--- config.mk ---
export PLATFORM = sky130hd
export DESIGN_NAME = periph_top
export DESIGN_NICKNAME = d
export VERILOG_FILES = /design/src/logic/periph_map_pkg.sv /design/src/logic/periph_timing_pkg.sv /design/src/logic/fan_tach.sv /design/src/logic/periph_regs.sv /design/src/logic/periph_top.sv /design/src/logic/sft_driver.sv /design/src/logic/tick_timers.sv
export SDC_FILE = /design/constraint.sdc
export NUM_CORES = 1
export LEC_CHECK = 0
export CAP_MARGIN = 20
export CORE_ASPECT_RATIO = 0.5
export CORE_MARGIN = 2
export CORE_UTILIZATION = 40
export DETAILED_ROUTE_END_ITERATION = 6
export DONT_BUFFER_PORTS = 1
export HOLD_SLACK_MARGIN = 0.05
export PLACE_DENSITY = 0.63
export SLEW_MARGIN = 30
export SYNTH_ARGS = -nofsm -noshare
export SYNTH_HDL_FRONTEND = slang
export SYNTH_HIERARCHICAL = 1
export SYNTH_SLANG_ARGS = --single-unit
--- constraint.sdc ---
create_clock -name CLK_I -period 4.4 [get_ports CLK_I]
set_input_delay 0.44 -clock CLK_I [delete_from_list [all_inputs] [get_ports CLK_I]]
set_output_delay 0.44 -clock CLK_I [all_outputs]
set_load 0.03 [all_outputs]
--- src/logic/periph_map_pkg.sv ---
`default_nettype none

package periph_map_pkg;

	localparam int ADR_W = 6;
	localparam int DAT_W = 32;

	// word addresses
	localparam logic [ADR_W-1:0] ADR_PWM  = 6'd2;
	localparam logic [ADR_W-1:0] ADR_WDG  = 6'd3;
	localparam logic [ADR_W-1:0] ADR_SFT  = 6'd4;
	localparam logic [ADR_W-1:0] ADR_FAN0 = 6'd5;
	localparam logic [ADR_W-1:0] ADR_FAN1 = 6'd6;
	localparam logic [ADR_W-1:0] ADR_TIME = 6'd7;
	localparam logic [ADR_W-1:0] ADR_GPIO = 6'd8;
	localparam logic [ADR_W-1:0] ADR_SFTB = 6'd9;

	localparam logic [15:0] GPIO_RST = 16'h8800; // video oe_n lines idle high

	// shift channel word fields
	localparam int SFT_OE_BIT   = 2;
	localparam int SFT_DONE_BIT = 3;
	localparam int SFT_DIN_LSB  = 8;

	typedef enum logic [1:0] {
		SFT_RESET = 2'd0, // mr_n low pulse
		SFT_SHIFT = 2'd1, // 8 bits, msb first
		SFT_LATCH = 2'd2, // stcp pulse
		SFT_OE    = 2'd3  // oe from data bit 2
	} sft_cmd_e;

endpackage

`default_nettype wire

--- src/logic/periph_timing_pkg.sv ---
`default_nettype none

package periph_timing_pkg;

	localparam int TICKS_PER_SEC_DEF = 50_000_000; // 50 MHz system clock
	localparam int SFT_DIV_DEF       = 4;

	// counter widths
	localparam int SEC_CNT_W = 27; // also holds a full second of fan edges
	localparam int TIM_W     = 6;
	localparam int PWM_W     = 10;
	localparam int WDG_W     = 26;

endpackage

`default_nettype wire

--- src/logic/fan_tach.sv ---
`timescale 1ns/1ns
`default_nettype none

module fan_tach (
	input  logic                                CLK_I,
	input  logic                                RST_I,
	input  logic                                fan_in,
	input  logic                                sec_tick,
	output logic [periph_timing_pkg::SEC_CNT_W-1:0] fan_cnt
);
	import periph_timing_pkg::*;

	logic [1:0]           fan_sync;
	logic                 fan_d;    // edge reference
	logic                 fan_fall;
	logic [SEC_CNT_W-1:0] run_cnt;

	always_ff @(posedge CLK_I or posedge RST_I) begin
		if (RST_I) begin
			fan_sync <= '0;
			fan_d    <= 1'b0;
		end else begin
			fan_sync <= {fan_sync[0], fan_in};
			fan_d    <= fan_sync[1];
		end
	end

	assign fan_fall = fan_d & ~fan_sync[1];

	always_ff @(posedge CLK_I or posedge RST_I) begin
		if (RST_I) begin
			run_cnt <= '0;
			fan_cnt <= '0;
		end else if (sec_tick) begin
			fan_cnt <= run_cnt + SEC_CNT_W'(fan_fall); // window closes
			run_cnt <= '0;
		end else if (fan_fall) begin
			run_cnt <= run_cnt + 1'b1;
		end
	end

endmodule

`default_nettype wire

--- src/logic/periph_regs.sv ---
`timescale 1ns/1ns
`default_nettype none

module periph_regs (
	input  logic                                   CLK_I,
	input  logic                                   RST_I,
	input  logic                                   wb_stb,
	input  logic                                   wb_we,
	input  logic [periph_map_pkg::ADR_W-1:0]       wb_adr,
	input  logic [periph_map_pkg::DAT_W-1:0]       wb_dat_i,
	input  logic [periph_map_pkg::DAT_W-1:0]       tim_status,
	input  logic [periph_timing_pkg::SEC_CNT_W-1:0] fan0_cnt,
	input  logic [periph_timing_pkg::SEC_CNT_W-1:0] fan1_cnt,
	input  logic                                   sft_done,
	input  logic                                   sft_oe_n,
	input  logic                                   sftb_done,
	input  logic                                   sftb_oe_n,
	input  logic [15:0]                            gpio_in,
	output logic                                   wb_ack,
	output logic [periph_map_pkg::DAT_W-1:0]       wb_dat_o,
	output logic                                   sft_wr,
	output logic                                   sftb_wr,
	output logic                                   time_wr,
	output logic                                   pwm,
	output logic                                   watch_dog,
	output logic [15:0]                            gpio_out
);
	import periph_map_pkg::*;
	import periph_timing_pkg::*;

	logic             acc;      // access accepted this cycle
	logic             wr_acc;
	logic             pwm_wr, wdg_wr, gpio_wr;
	logic [ADR_W-1:0] rd_adr;
	logic [PWM_W-1:0] pwm_duty, pwm_cnt;
	logic             wdg_en;
	logic [WDG_W-1:0] wdg_cnt;
	logic             sft_done_r, sftb_done_r;
	logic [15:0]      gin_meta, gin_sync;

	// ------------------------------
	// bus handshake
	// ------------------------------
	assign acc     = wb_stb & ~wb_ack;
	assign wr_acc  = acc & wb_we;
	assign pwm_wr  = wr_acc && (wb_adr == ADR_PWM);
	assign wdg_wr  = wr_acc && (wb_adr == ADR_WDG);
	assign sft_wr  = wr_acc && (wb_adr == ADR_SFT);
	assign time_wr = wr_acc && (wb_adr == ADR_TIME);
	assign gpio_wr = wr_acc && (wb_adr == ADR_GPIO);
	assign sftb_wr = wr_acc && (wb_adr == ADR_SFTB);

	always_ff @(posedge CLK_I or posedge RST_I) begin
		if (RST_I) begin
			wb_ack <= 1'b0;
			rd_adr <= '0;
		end else begin
			wb_ack <= acc;
			if (acc && !wb_we)
				rd_adr <= wb_adr; // selects the data shown with ack
		end
	end

	// ------------------------------
	// pwm, watchdog, gpio
	// ------------------------------
	always_ff @(posedge CLK_I or posedge RST_I) begin
		if (RST_I) begin
			pwm_duty <= '0;
			pwm_cnt  <= '0;
			wdg_en   <= 1'b0;
			wdg_cnt  <= '0;
			gpio_out <= GPIO_RST;
		end else begin
			pwm_cnt <= pwm_cnt + 1'b1; // free running
			if (pwm_wr)
				pwm_duty <= wb_dat_i[PWM_W-1:0];
			if (wdg_wr)
				wdg_en <= wb_dat_i[0];
			if (wdg_wr && (wdg_en || wb_dat_i[0]))
				wdg_cnt <= wb_dat_i[WDG_W:1]; // refresh
			else if (|wdg_cnt)
				wdg_cnt <= wdg_cnt - 1'b1;
			if (gpio_wr)
				gpio_out <= wb_dat_i[15:0];
		end
	end

	assign pwm       = (pwm_cnt < pwm_duty);
	assign watch_dog = wdg_en && (wdg_cnt == WDG_W'(1) || wdg_cnt == WDG_W'(2));

	always_ff @(posedge CLK_I) begin
		gin_meta <= gpio_in;
		gin_sync <= gin_meta;
	end

	// sticky shift done, cleared by any write to the channel
	always_ff @(posedge CLK_I or posedge RST_I) begin
		if (RST_I) begin
			sft_done_r  <= 1'b0;
			sftb_done_r <= 1'b0;
		end else begin
			if (sft_wr)
				sft_done_r <= 1'b0;
			else if (sft_done)
				sft_done_r <= 1'b1;
			if (sftb_wr)
				sftb_done_r <= 1'b0;
			else if (sftb_done)
				sftb_done_r <= 1'b1;
		end
	end

	// ------------------------------
	// read mux
	// ------------------------------
	always_comb begin
		wb_dat_o = '0; // unmapped reads
		case (rd_adr)
			ADR_PWM:  wb_dat_o[PWM_W-1:0] = pwm_duty;
			ADR_WDG:  wb_dat_o[WDG_W:0] = {wdg_cnt, wdg_en};
			ADR_SFT: begin
				wb_dat_o[SFT_DONE_BIT] = sft_done_r;
				wb_dat_o[SFT_OE_BIT]   = sft_oe_n;
			end
			ADR_SFTB: begin
				wb_dat_o[SFT_DONE_BIT] = sftb_done_r;
				wb_dat_o[SFT_OE_BIT]   = sftb_oe_n;
			end
			ADR_FAN0: wb_dat_o[SEC_CNT_W-1:0] = fan0_cnt;
			ADR_FAN1: wb_dat_o[SEC_CNT_W-1:0] = fan1_cnt;
			ADR_TIME: wb_dat_o = tim_status;
			ADR_GPIO: wb_dat_o = {gin_sync, gpio_out};
			default:  wb_dat_o = '0;
		endcase
	end

endmodule

`default_nettype wire

--- src/logic/periph_top.sv ---
`timescale 1ns/1ns
`default_nettype none

module periph_top #(
	parameter int TICKS_PER_SEC = periph_timing_pkg::TICKS_PER_SEC_DEF,
	parameter int SFT_DIV       = periph_timing_pkg::SFT_DIV_DEF
) (
	input  logic                             CLK_I,
	input  logic                             RST_I,
	input  logic                             wb_stb,
	input  logic                             wb_we,
	input  logic [periph_map_pkg::ADR_W-1:0] wb_adr,
	input  logic [periph_map_pkg::DAT_W-1:0] wb_dat_i,
	output logic                             wb_ack,
	output logic [periph_map_pkg::DAT_W-1:0] wb_dat_o,
	input  logic                             fan_in0,
	input  logic                             fan_in1,
	input  logic [15:0]                      gpio_in,
	output logic                             pwm,
	output logic                             watch_dog,
	output logic                             time0_int,
	output logic                             time1_int,
	output logic [15:0]                      gpio_out,
	output logic                             sft_shcp,
	output logic                             sft_ds,
	output logic                             sft_stcp,
	output logic                             sft_mr_n,
	output logic                             sft_oe_n,
	output logic                             sftb_shcp,
	output logic                             sftb_ds,
	output logic                             sftb_stcp,
	output logic                             sftb_mr_n,
	output logic                             sftb_oe_n
);
	import periph_map_pkg::*;
	import periph_timing_pkg::*;

	logic                 sft_wr, sftb_wr, time_wr;
	logic                 sft_done, sftb_done;
	logic                 sec_tick;
	logic [DAT_W-1:0]     tim_status;
	logic [SEC_CNT_W-1:0] fan0_cnt, fan1_cnt;
	sft_cmd_e             sft_cmd;   // shared by both chains

	assign sft_cmd = sft_cmd_e'(wb_dat_i[1:0]);

	periph_regs u_regs (
		.CLK_I, .RST_I, .wb_stb, .wb_we, .wb_adr, .wb_dat_i, .tim_status,
		.fan0_cnt, .fan1_cnt, .sft_done, .sft_oe_n, .sftb_done, .sftb_oe_n,
		.gpio_in, .wb_ack, .wb_dat_o, .sft_wr, .sftb_wr, .time_wr, .pwm,
		.watch_dog, .gpio_out
	);

	tick_timers #(.TICKS_PER_SEC(TICKS_PER_SEC)) u_timers (
		.CLK_I, .RST_I, .time_wr, .wr_data(wb_dat_i), .sec_tick, .tim_status,
		.time0_int, .time1_int
	);

	fan_tach u_fan0 (.CLK_I, .RST_I, .fan_in(fan_in0), .sec_tick, .fan_cnt(fan0_cnt));
	fan_tach u_fan1 (.CLK_I, .RST_I, .fan_in(fan_in1), .sec_tick, .fan_cnt(fan1_cnt));

	sft_driver #(.SFT_DIV(SFT_DIV)) u_sft_a (
		.CLK_I, .RST_I, .cmd_vld(sft_wr), .cmd(sft_cmd), .cmd_oe(wb_dat_i[SFT_OE_BIT]),
		.din(wb_dat_i[SFT_DIN_LSB +: 8]), .done(sft_done), .sft_shcp, .sft_ds,
		.sft_stcp, .sft_mr_n, .sft_oe_n
	);

	sft_driver #(.SFT_DIV(SFT_DIV)) u_sft_b (
		.CLK_I, .RST_I, .cmd_vld(sftb_wr), .cmd(sft_cmd), .cmd_oe(wb_dat_i[SFT_OE_BIT]),
		.din(wb_dat_i[SFT_DIN_LSB +: 8]), .done(sftb_done), .sft_shcp(sftb_shcp),
		.sft_ds(sftb_ds), .sft_stcp(sftb_stcp), .sft_mr_n(sftb_mr_n), .sft_oe_n(sftb_oe_n)
	);

endmodule

`default_nettype wire

--- src/logic/sft_driver.sv ---
`timescale 1ns/1ns
`default_nettype none

module sft_driver #(
	parameter int SFT_DIV = periph_timing_pkg::SFT_DIV_DEF
) (
	input  logic                    CLK_I,
	input  logic                    RST_I,
	input  logic                    cmd_vld,
	input  periph_map_pkg::sft_cmd_e cmd,
	input  logic                    cmd_oe,
	input  logic [7:0]              din,
	output logic                    done,
	output logic                    sft_shcp,
	output logic                    sft_ds,
	output logic                    sft_stcp,
	output logic                    sft_mr_n,
	output logic                    sft_oe_n
);
	import periph_map_pkg::*;

	localparam int DIV_W = $clog2(SFT_DIV + 1);

	typedef enum logic [1:0] {ST_IDLE, ST_MR, ST_SHIFT, ST_LATCH} state_e;

	state_e           state;
	logic [DIV_W-1:0] div_cnt;
	logic [3:0]       ph_cnt;  // half period index
	logic [7:0]       sreg;
	logic             half_end;

	assign half_end = (div_cnt == DIV_W'(SFT_DIV - 1));

	always_ff @(posedge CLK_I or posedge RST_I) begin
		if (RST_I) begin
			state    <= ST_IDLE;
			div_cnt  <= '0;
			ph_cnt   <= '0;
			done     <= 1'b0;
			sft_oe_n <= 1'b1;
		end else begin
			done <= 1'b0;
			if (state == ST_IDLE) begin
				if (cmd_vld) begin
					div_cnt <= '0;
					ph_cnt  <= '0;
					case (cmd)
						SFT_RESET: state <= ST_MR;
						SFT_SHIFT: state <= ST_SHIFT;
						SFT_LATCH: state <= ST_LATCH;
						default: begin
							sft_oe_n <= ~cmd_oe; // finishes at once
							done     <= 1'b1;
						end
					endcase
				end
			end else if (half_end) begin
				div_cnt <= '0;
				ph_cnt  <= ph_cnt + 4'd1;
				if (state != ST_SHIFT || ph_cnt == 4'd15) begin
					state <= ST_IDLE;
					done  <= 1'b1;
				end
			end else begin
				div_cnt <= div_cnt + 1'b1;
			end
		end
	end

	// data byte, next bit always at the top
	always_ff @(posedge CLK_I) begin
		if (state == ST_IDLE && cmd_vld && cmd == SFT_SHIFT)
			sreg <= din;
		else if (state == ST_SHIFT && half_end && ph_cnt[0])
			sreg <= {sreg[6:0], 1'b0};
	end

	assign sft_ds   = sreg[7];
	assign sft_shcp = (state == ST_SHIFT) && ph_cnt[0]; // high in odd halves
	assign sft_stcp = (state == ST_LATCH);
	assign sft_mr_n = (state != ST_MR);

endmodule

`default_nettype wire

--- src/logic/tick_timers.sv ---
`timescale 1ns/1ns
`default_nettype none

module tick_timers #(
	parameter int TICKS_PER_SEC = periph_timing_pkg::TICKS_PER_SEC_DEF
) (
	input  logic        CLK_I,
	input  logic        RST_I,
	input  logic        time_wr,
	input  logic [31:0] wr_data,
	output logic        sec_tick,
	output logic [31:0] tim_status,
	output logic        time0_int,
	output logic        time1_int
);
	import periph_timing_pkg::*;

	logic [SEC_CNT_W-1:0] tick_cnt;
	logic [1:0]           tim_int;

	// ------------------------------
	// one second base
	// ------------------------------
	assign sec_tick = (tick_cnt == SEC_CNT_W'(TICKS_PER_SEC - 1));

	always_ff @(posedge CLK_I or posedge RST_I) begin
		if (RST_I)
			tick_cnt <= '0;
		else if (sec_tick)
			tick_cnt <= '0;
		else
			tick_cnt <= tick_cnt + 1'b1;
	end

	// ------------------------------
	// countdown channels
	// ------------------------------
	for (genvar i = 0; i < 2; i++) begin : g_ch
		logic [TIM_W-1:0] sec_cnt;
		logic [TIM_W-1:0] sec_prev; // detects the 1 -> 0 step
		logic             tim_done;
		logic             tim_mask;

		always_ff @(posedge CLK_I or posedge RST_I) begin
			if (RST_I) begin
				sec_cnt  <= '0;
				sec_prev <= '0;
				tim_done <= 1'b0;
				tim_mask <= 1'b1;  // masked out of reset
			end else begin
				sec_prev <= sec_cnt;
				if (time_wr && wr_data[16*i])
					sec_cnt <= wr_data[16*i+2 +: TIM_W];
				else if (sec_tick && |sec_cnt)
					sec_cnt <= sec_cnt - 1'b1;
				if (time_wr)
					tim_mask <= wr_data[16*i+1];
				if (sec_cnt == '0 && sec_prev == TIM_W'(1))
					tim_done <= 1'b1;
				else if (time_wr && wr_data[16*i+8])
					tim_done <= 1'b0;
			end
		end

		assign tim_int[i] = tim_done & ~tim_mask;
		assign tim_status[16*i +: 16] = {7'b0, tim_done, sec_cnt, tim_mask, 1'b0};
	end

	assign time0_int = tim_int[0];
	assign time1_int = tim_int[1];

endmodule

`default_nettype wire

* Word level (Yosys, flattened, before mapping)
Index checks and enable logic that the tools add are counted.
Operators by class: add/subtract/negate cells 13, $lt $le $gt $ge 1, equality and inequality tests 37, multiplexer cells 58, bitwise gates (word level) 13, reduce and logical (&&, ||, !) cells 62
Operators by type and width (count):
- $mux 27 | 5
- $pmux 17 s5 | 1
- $add 27x1->27 const B | 3
- $add 27x1->27 | 2
- $mux 26 | 2
- $eq 6x3->1 const B | 6
- $pmux 6 s6 | 1
- $mux 8 | 4
- $reduce_bool 2->1 | 15
- $eq 27x26->1 const B | 1
- $logic_and 1x1->1 | 27
- $eq 26x1->1 const B | 1
- $eq 26x2->1 const B | 1
- $reduce_or 26->1 | 1
- $sub 26x1->26 const B | 1
- $eq 6x2->1 const B | 4
- $eq 6x4->1 const B | 4
- $mux 4 | 6
- $mux 6 | 4
- $mux 3 | 6
- $mux 1 | 17
- $mux 2 | 8
- $pmux 2 s8 | 1
- $eq 6x1->1 const B | 2
- 26 further kinds | 61
Word-level totals: register bits 311, output and inout port bits 63, word-level logic and storage cells 224

* Longest topological paths before layout
word-level depth 7, mapped depth 11, depth with buffers taken out 8

* Cells and area by module
The synthesis kept the hierarchy.
Modules (own cells, without submodules):
- fan_tach | instances 2, cells an instance 308, area each 2914.0 sq um, sequential area each 1426.4 sq um
- periph_regs | instances 1, cells an instance 508, area each 5342.6 sq um, sequential area each 2444.8 sq um
- tick_timers | instances 1, cells an instance 266, area each 2692.6 sq um, sequential area each 1378.8 sq um
- sft_driver (u_sft_a) | instances 1, cells an instance 85, area each 1026.0 sq um, sequential area each 516.7 sq um
- sft_driver (u_sft_b) | instances 1, cells an instance 80, area each 985.9 sq um, sequential area each 516.7 sq um

* Worst setup path before layout
OpenSTA, ideal clock, no wires.
path kind reg2out, start register u_regs.wdg_cnt[11], end output watch_dog, data arrival time 2.432 ns, path slack 1.528 ns, stages on the path, launching flop included 6, path buffers 1, cells stage by stage dfrtp_1 -> or4_4 -> nor4_1 -> buf_2 -> nand2_1 -> nor4_1
Between the ends: longest elaborated chain between the ends 3
RTL lines:
- start: declaration | RTL line periph_regs.sv:37 | logic [WDG_W-1:0] wdg_cnt;
- start signal: assignment | RTL line periph_regs.sv:81 | wdg_cnt <= wb_dat_i[WDG_W:1];
- start signal: assignment | RTL line periph_regs.sv:83 | wdg_cnt <= wdg_cnt - 1'b1;
- $eq 26x1->1 / $eq 26x2->1 (equally long branches) | RTL line periph_regs.sv:90 | assign watch_dog = wdg_en && (wdg_cnt == WDG_W'(1) || wdg_cnt == WDG_W'(2));
- $logic_or 1x1->1 * | RTL line periph_regs.sv:90
- $logic_and 1x1->1 * | RTL line periph_regs.sv:90
- end: declaration | RTL line periph_top.sv:20 | output logic watch_dog,
Every way passes the cells marked *; elsewhere a longest branch is shown, timed or not.

* Final worst setup path
start register u_regs.rd_adr[3], end output wb_dat_o[17] (netlist name)
Between the ends: longest elaborated chain between the ends 2
RTL lines:
- start: declaration | RTL line periph_regs.sv:34 | logic [ADR_W-1:0] rd_adr;
- start signal: assignment | RTL line periph_regs.sv:60 | rd_adr <= wb_adr;
- $eq 6x4->1, or another cell as far along | RTL line periph_regs.sv:119 | case (rd_adr)
- $pmux 17 s5 * | RTL line periph_regs.sv:119
- end: declaration | RTL line periph_top.sv:15 | output logic [periph_map_pkg::DAT_W-1:0] wb_dat_o,
Marks and branches as above.

==> results by stage <==
STA:
- Setup repair after global routing left no endpoint under its margin.
- Dividing the final minimum period by the clock period gives 0.838.
- Derived from the worst setup path, the maximum achievable clock frequency is 271 MHz.
- The final setup violation count is 0.
- For the pin with the worst max-slew slack, the measured transition is 0.931 ns.
- The smallest clock period supported by the final layout is computed as 3.69 ns.
- The number of hold violations in the final report is 0.
- Headroom to the max-slew limit came out at 0.370.
- For the final routed database, the setup TNS stands at 0 ns.
- On the final layout, the worst clock skew is 0.0256 ns.
- The count of pins over their slew limit came to 0.

Synthesis:
- The cell area after technology mapping is 15,900 um2.
- The number of distinct library cells after synthesis is 88.
- The count of synthesis-stage warnings from yosys is 6.
- Of the synthesized area, sequential elements account for 0.486.
- In the synthesized netlist the dominant register cell turns out to be dfrtp_1.
- The largest area contributor in the synthesized netlist is dfrtp_1.
- Yosys mapped a number of flops with a built-in enable equal to 16.
- After synthesis, the cell types taking the most area are dfrtp_1 41%, dfxtp_1 4.0%, nor2_1 3.6%.
- The share of the synthesized area in the top cell type is 0.405.
- The average cell area after synthesis is 10.2 um2.
- Counting every instance in the synthesized netlist gives 1,555.
- Counting flops with an async set or reset pin after synthesis yields a share of 0.846.
- After synthesis the netlist holds a flip-flop and latch count of 311.

CTS:
- In this run the number of H-tree levels came out at 1.
- The number of buffers inserted by post-CTS setup repair is 0.
- Post-CTS repair changed the size of 0 cells.
- The clock passes through at most 3 buffers.
- The later pin in the worst-skew pair is clocked with a latency of 0.58 ns.
- After clock tree synthesis, the clock-pin slew on the worst setup and hold paths is 0.07 ns.
- TritonCTS built the clock tree.
- The tree built by TritonCTS fans out to 311 sinks.
- The clock root buffer is clkbuf_16.
- The cts-stage hold buffer count is 53.
- The number of buffers created by CTS is 30.

Placed design:
- Routability-driven placement finished with a final weighted congestion of 0.839.
- Buffers placed on the I/O ports in this run total 0.
- Summing all placed instances gives a cell area of 16,200 um2.
- Detailed placement finished with a half-perimeter wire length of 29,400 um.

Worst setup path:
- The reg-to-reg critical path endpoint is u_sft_a/sreg[4].
- The largest driver fanout on the critical path is 19.
- Following the worst setup path forward leads to its endpoint at wb_dat_o[17].
- The worst setup path is captured at an output port.
- The setup slack of the most critical reg-to-reg path is 1.14 ns.
- The count of cells along the worst register-to-register path is 7.
- Data on the critical path is required at its endpoint by 3.96 ns.
- The startpoint identified for the worst register-to-register timing path is u_regs/wb_ack.
- The critical path is of the reg -> out type.
- The startpoint type of the worst setup path is a flop.
- The critical path launch point is u_regs/rd_adr[3].
- Data on the critical path arrives at its endpoint at 3.25 ns.

Floorplanning:
- The die covers 41,400 um2.
- The initialized floorplan defines 51 standard-cell rows.
- For this configuration, the core starts out at a cell density of 0.407.
- 123 I/O pins were placed.
- The die extent in y is 145 um.
- The area of the core is 39,000 um2.
- The floorplan die width is 286 um.

Global route:
- The wire length of the first global-routing pass is 66,000 um.
- The via count of the first global-routing pass is 11,300.
- For this run, the total global-route usage over all layers was measured as 0.203.
- The leftover overflow at the end of global routing is 0.
- The initial antenna violation count is 1.
- The maximum number of pins on one net before global-route repair is 58.

Drt:
- In the routed design, unresolved DRC markers number 0.
- The DRC marker count from the first detailed-route iteration is 1,072.
- Wire segments on met2 add up to 19,100 um in the final route.
- For this block, the routed nets add up to 42,400 um of wire.
- The routed length on met3 is 2660 um.
- The routed wire length per instance is 20.0 um.
- The top routing layer in use is met4.
- In this run the remaining antenna-violating nets after routing total 0.
- In the routed layout, each cell is associated on average with a via count of 5.65.
- Detailed routing inserted a total of 12,000 vias.
- The first detailed-routing pass took 5 iterations.
- After detailed routing, the wire length on met1 is 19,300 um.

Power and ir drop:
- Power spread over the standard cell area amounts to 412 nW/um2.
- IR analysis of the VDD net gives a maximum drop of 299 uV.
- The analysis attributes to cell leakage a power of 7.33 nW.
- After layout, the design draws a total of 0.00739 W.

Job:
- Max-cap violations in this run came to 0.

Cells and area:
- The fraction of final layout cells with drive strength greater than 1 is 0.119.
- The final core utilization is 0.460.
- The growth of design area from synthesis to finish is 12.9%.
- The post-route cell area is 17,900 um2.
- For this run, the post-layout net count is 1,664.
- The library cell used most frequently in the layout, excluding fill and tap cells, is dfrtp_1.
- In the layout the commonest cells are 256 x dfrtp_1, 151 x nor2_1, 90 x a21oi_1, 84 x nand2_1, 56 x nand3_1.

Outcome:
- The flow ran to the end, and the final reports show no timing, DRC or antenna violations.

Hold path:
- The worst min-delay path class is in -> reg.
==> metal layers <==
layer / vias to the layer above / global-route usage
met1: 5919 / 0.276
met4: 0 / 0.0678
met2: 305 / 0.323
li1: 5694 / -
met3: 86 / 0.0458
met5: - / 0
==> registers in the layout, indices dropped and copies added (netlist names), 6 cells and up <==
name	count
u_fan0/fan_cnt	27
u_fan0/run_cnt	27
u_fan1/fan_cnt	27
u_fan1/run_cnt	27
u_timers/tick_cnt	27
u_regs/wdg_cnt	26
u_regs/gin_meta	16
u_regs/gin_sync	16
u_regs/gpio_out	16
u_timers/g_ch.sec_cnt	12
u_timers/g_ch.sec_prev	12
u_regs/pwm_cnt	10
u_regs/pwm_duty	10
u_sft_a/sreg	8
u_sft_b/sreg	8
u_regs/rd_adr	6
==> metrics by stage <==
| step | cells | setup WS (ns) | hold WS, ns |
|---|---|---|---|
| floorplan | 1570 | 1.53 | 0.292 |
| global placement | 2011 | 1.22 | 0.311 |
| detailed placement | 2011 | 1.16 | 0.312 |
| CTS | 2120 | 0.717 | 0.0507 |
| global route | 2123 | 0.571 | 0.0511 |
| finish | 2123 | 0.714 | 0.0647 |
==> critical path, cell delays in order, from the launching register on <==
cell,delay (ns)
dfrtp_1,0.39
nor3_1,0.48
nand3_1,0.77
o2bb2ai_1,0.60
a221o_1,0.41
==> worst min-delay path by stage <==
stage	start	end	slack [ns]	cells after the start
CTS	wb_dat_i[14]	u_sft_a/sreg[6]	0.05	1
global route	wb_dat_i[10]	u_sft_b/sreg[2]	0.05	1
detailed placement	u_regs/gin_meta[7]	u_regs/gin_sync[7]	0.31	0
global placement	u_regs/gin_meta[14]	u_regs/gin_sync[14]	0.31	0
finish	wb_dat_i[9]	u_sft_a/sreg[1]	0.06	1
floorplan	RST_I	u_sft_a/div_cnt[0]	0.29	1
==> kinds of logic after synthesis <==
logic type | count (synthesis) | synth area share
compound gates | 308 | 0.129
flops | 311 | 0.486
xor+xnor | 87 | 0.0480
mux | 105 | 0.0731
buf+inv | 154 | 0.0445
fa+ha+maj | 37 | 0.0292
simple gates | 552 | 0.190
other cells | 1 | 0.000236
==> cells in the mapped netlist, types with 36 or more instances <==
cell and count:
nand3_1 56, clkbuf_1 57, o21ai_0 49, dfrtp_1 257, nand4_1 36, mux2_2 49, a21oi_1 90, xnor2_1 55
nor2_1 151, mux2i_1 39, ha_1 37, nand2_1 84, inv_1 45
==> power by group <==
group	switching (W)	internal [W]	total (W)
logic	0.000607	0.000432	0.00104
clock network	0.00118	0.00177	0.00295
registers	0.000319	0.00308	0.00340
==> final cells by class <==
class                   count  area [um2]
clock inverters             9         135
multi-input cells        1105        7530
flip-flops and latches    311        7710
inverters                  45         171
diodes                      2        5.00
well taps                 530         663
repair buffers             74         691
fillers                  3631       21100
clock buffers              47        1020
(Power assumes the default switching activity.)
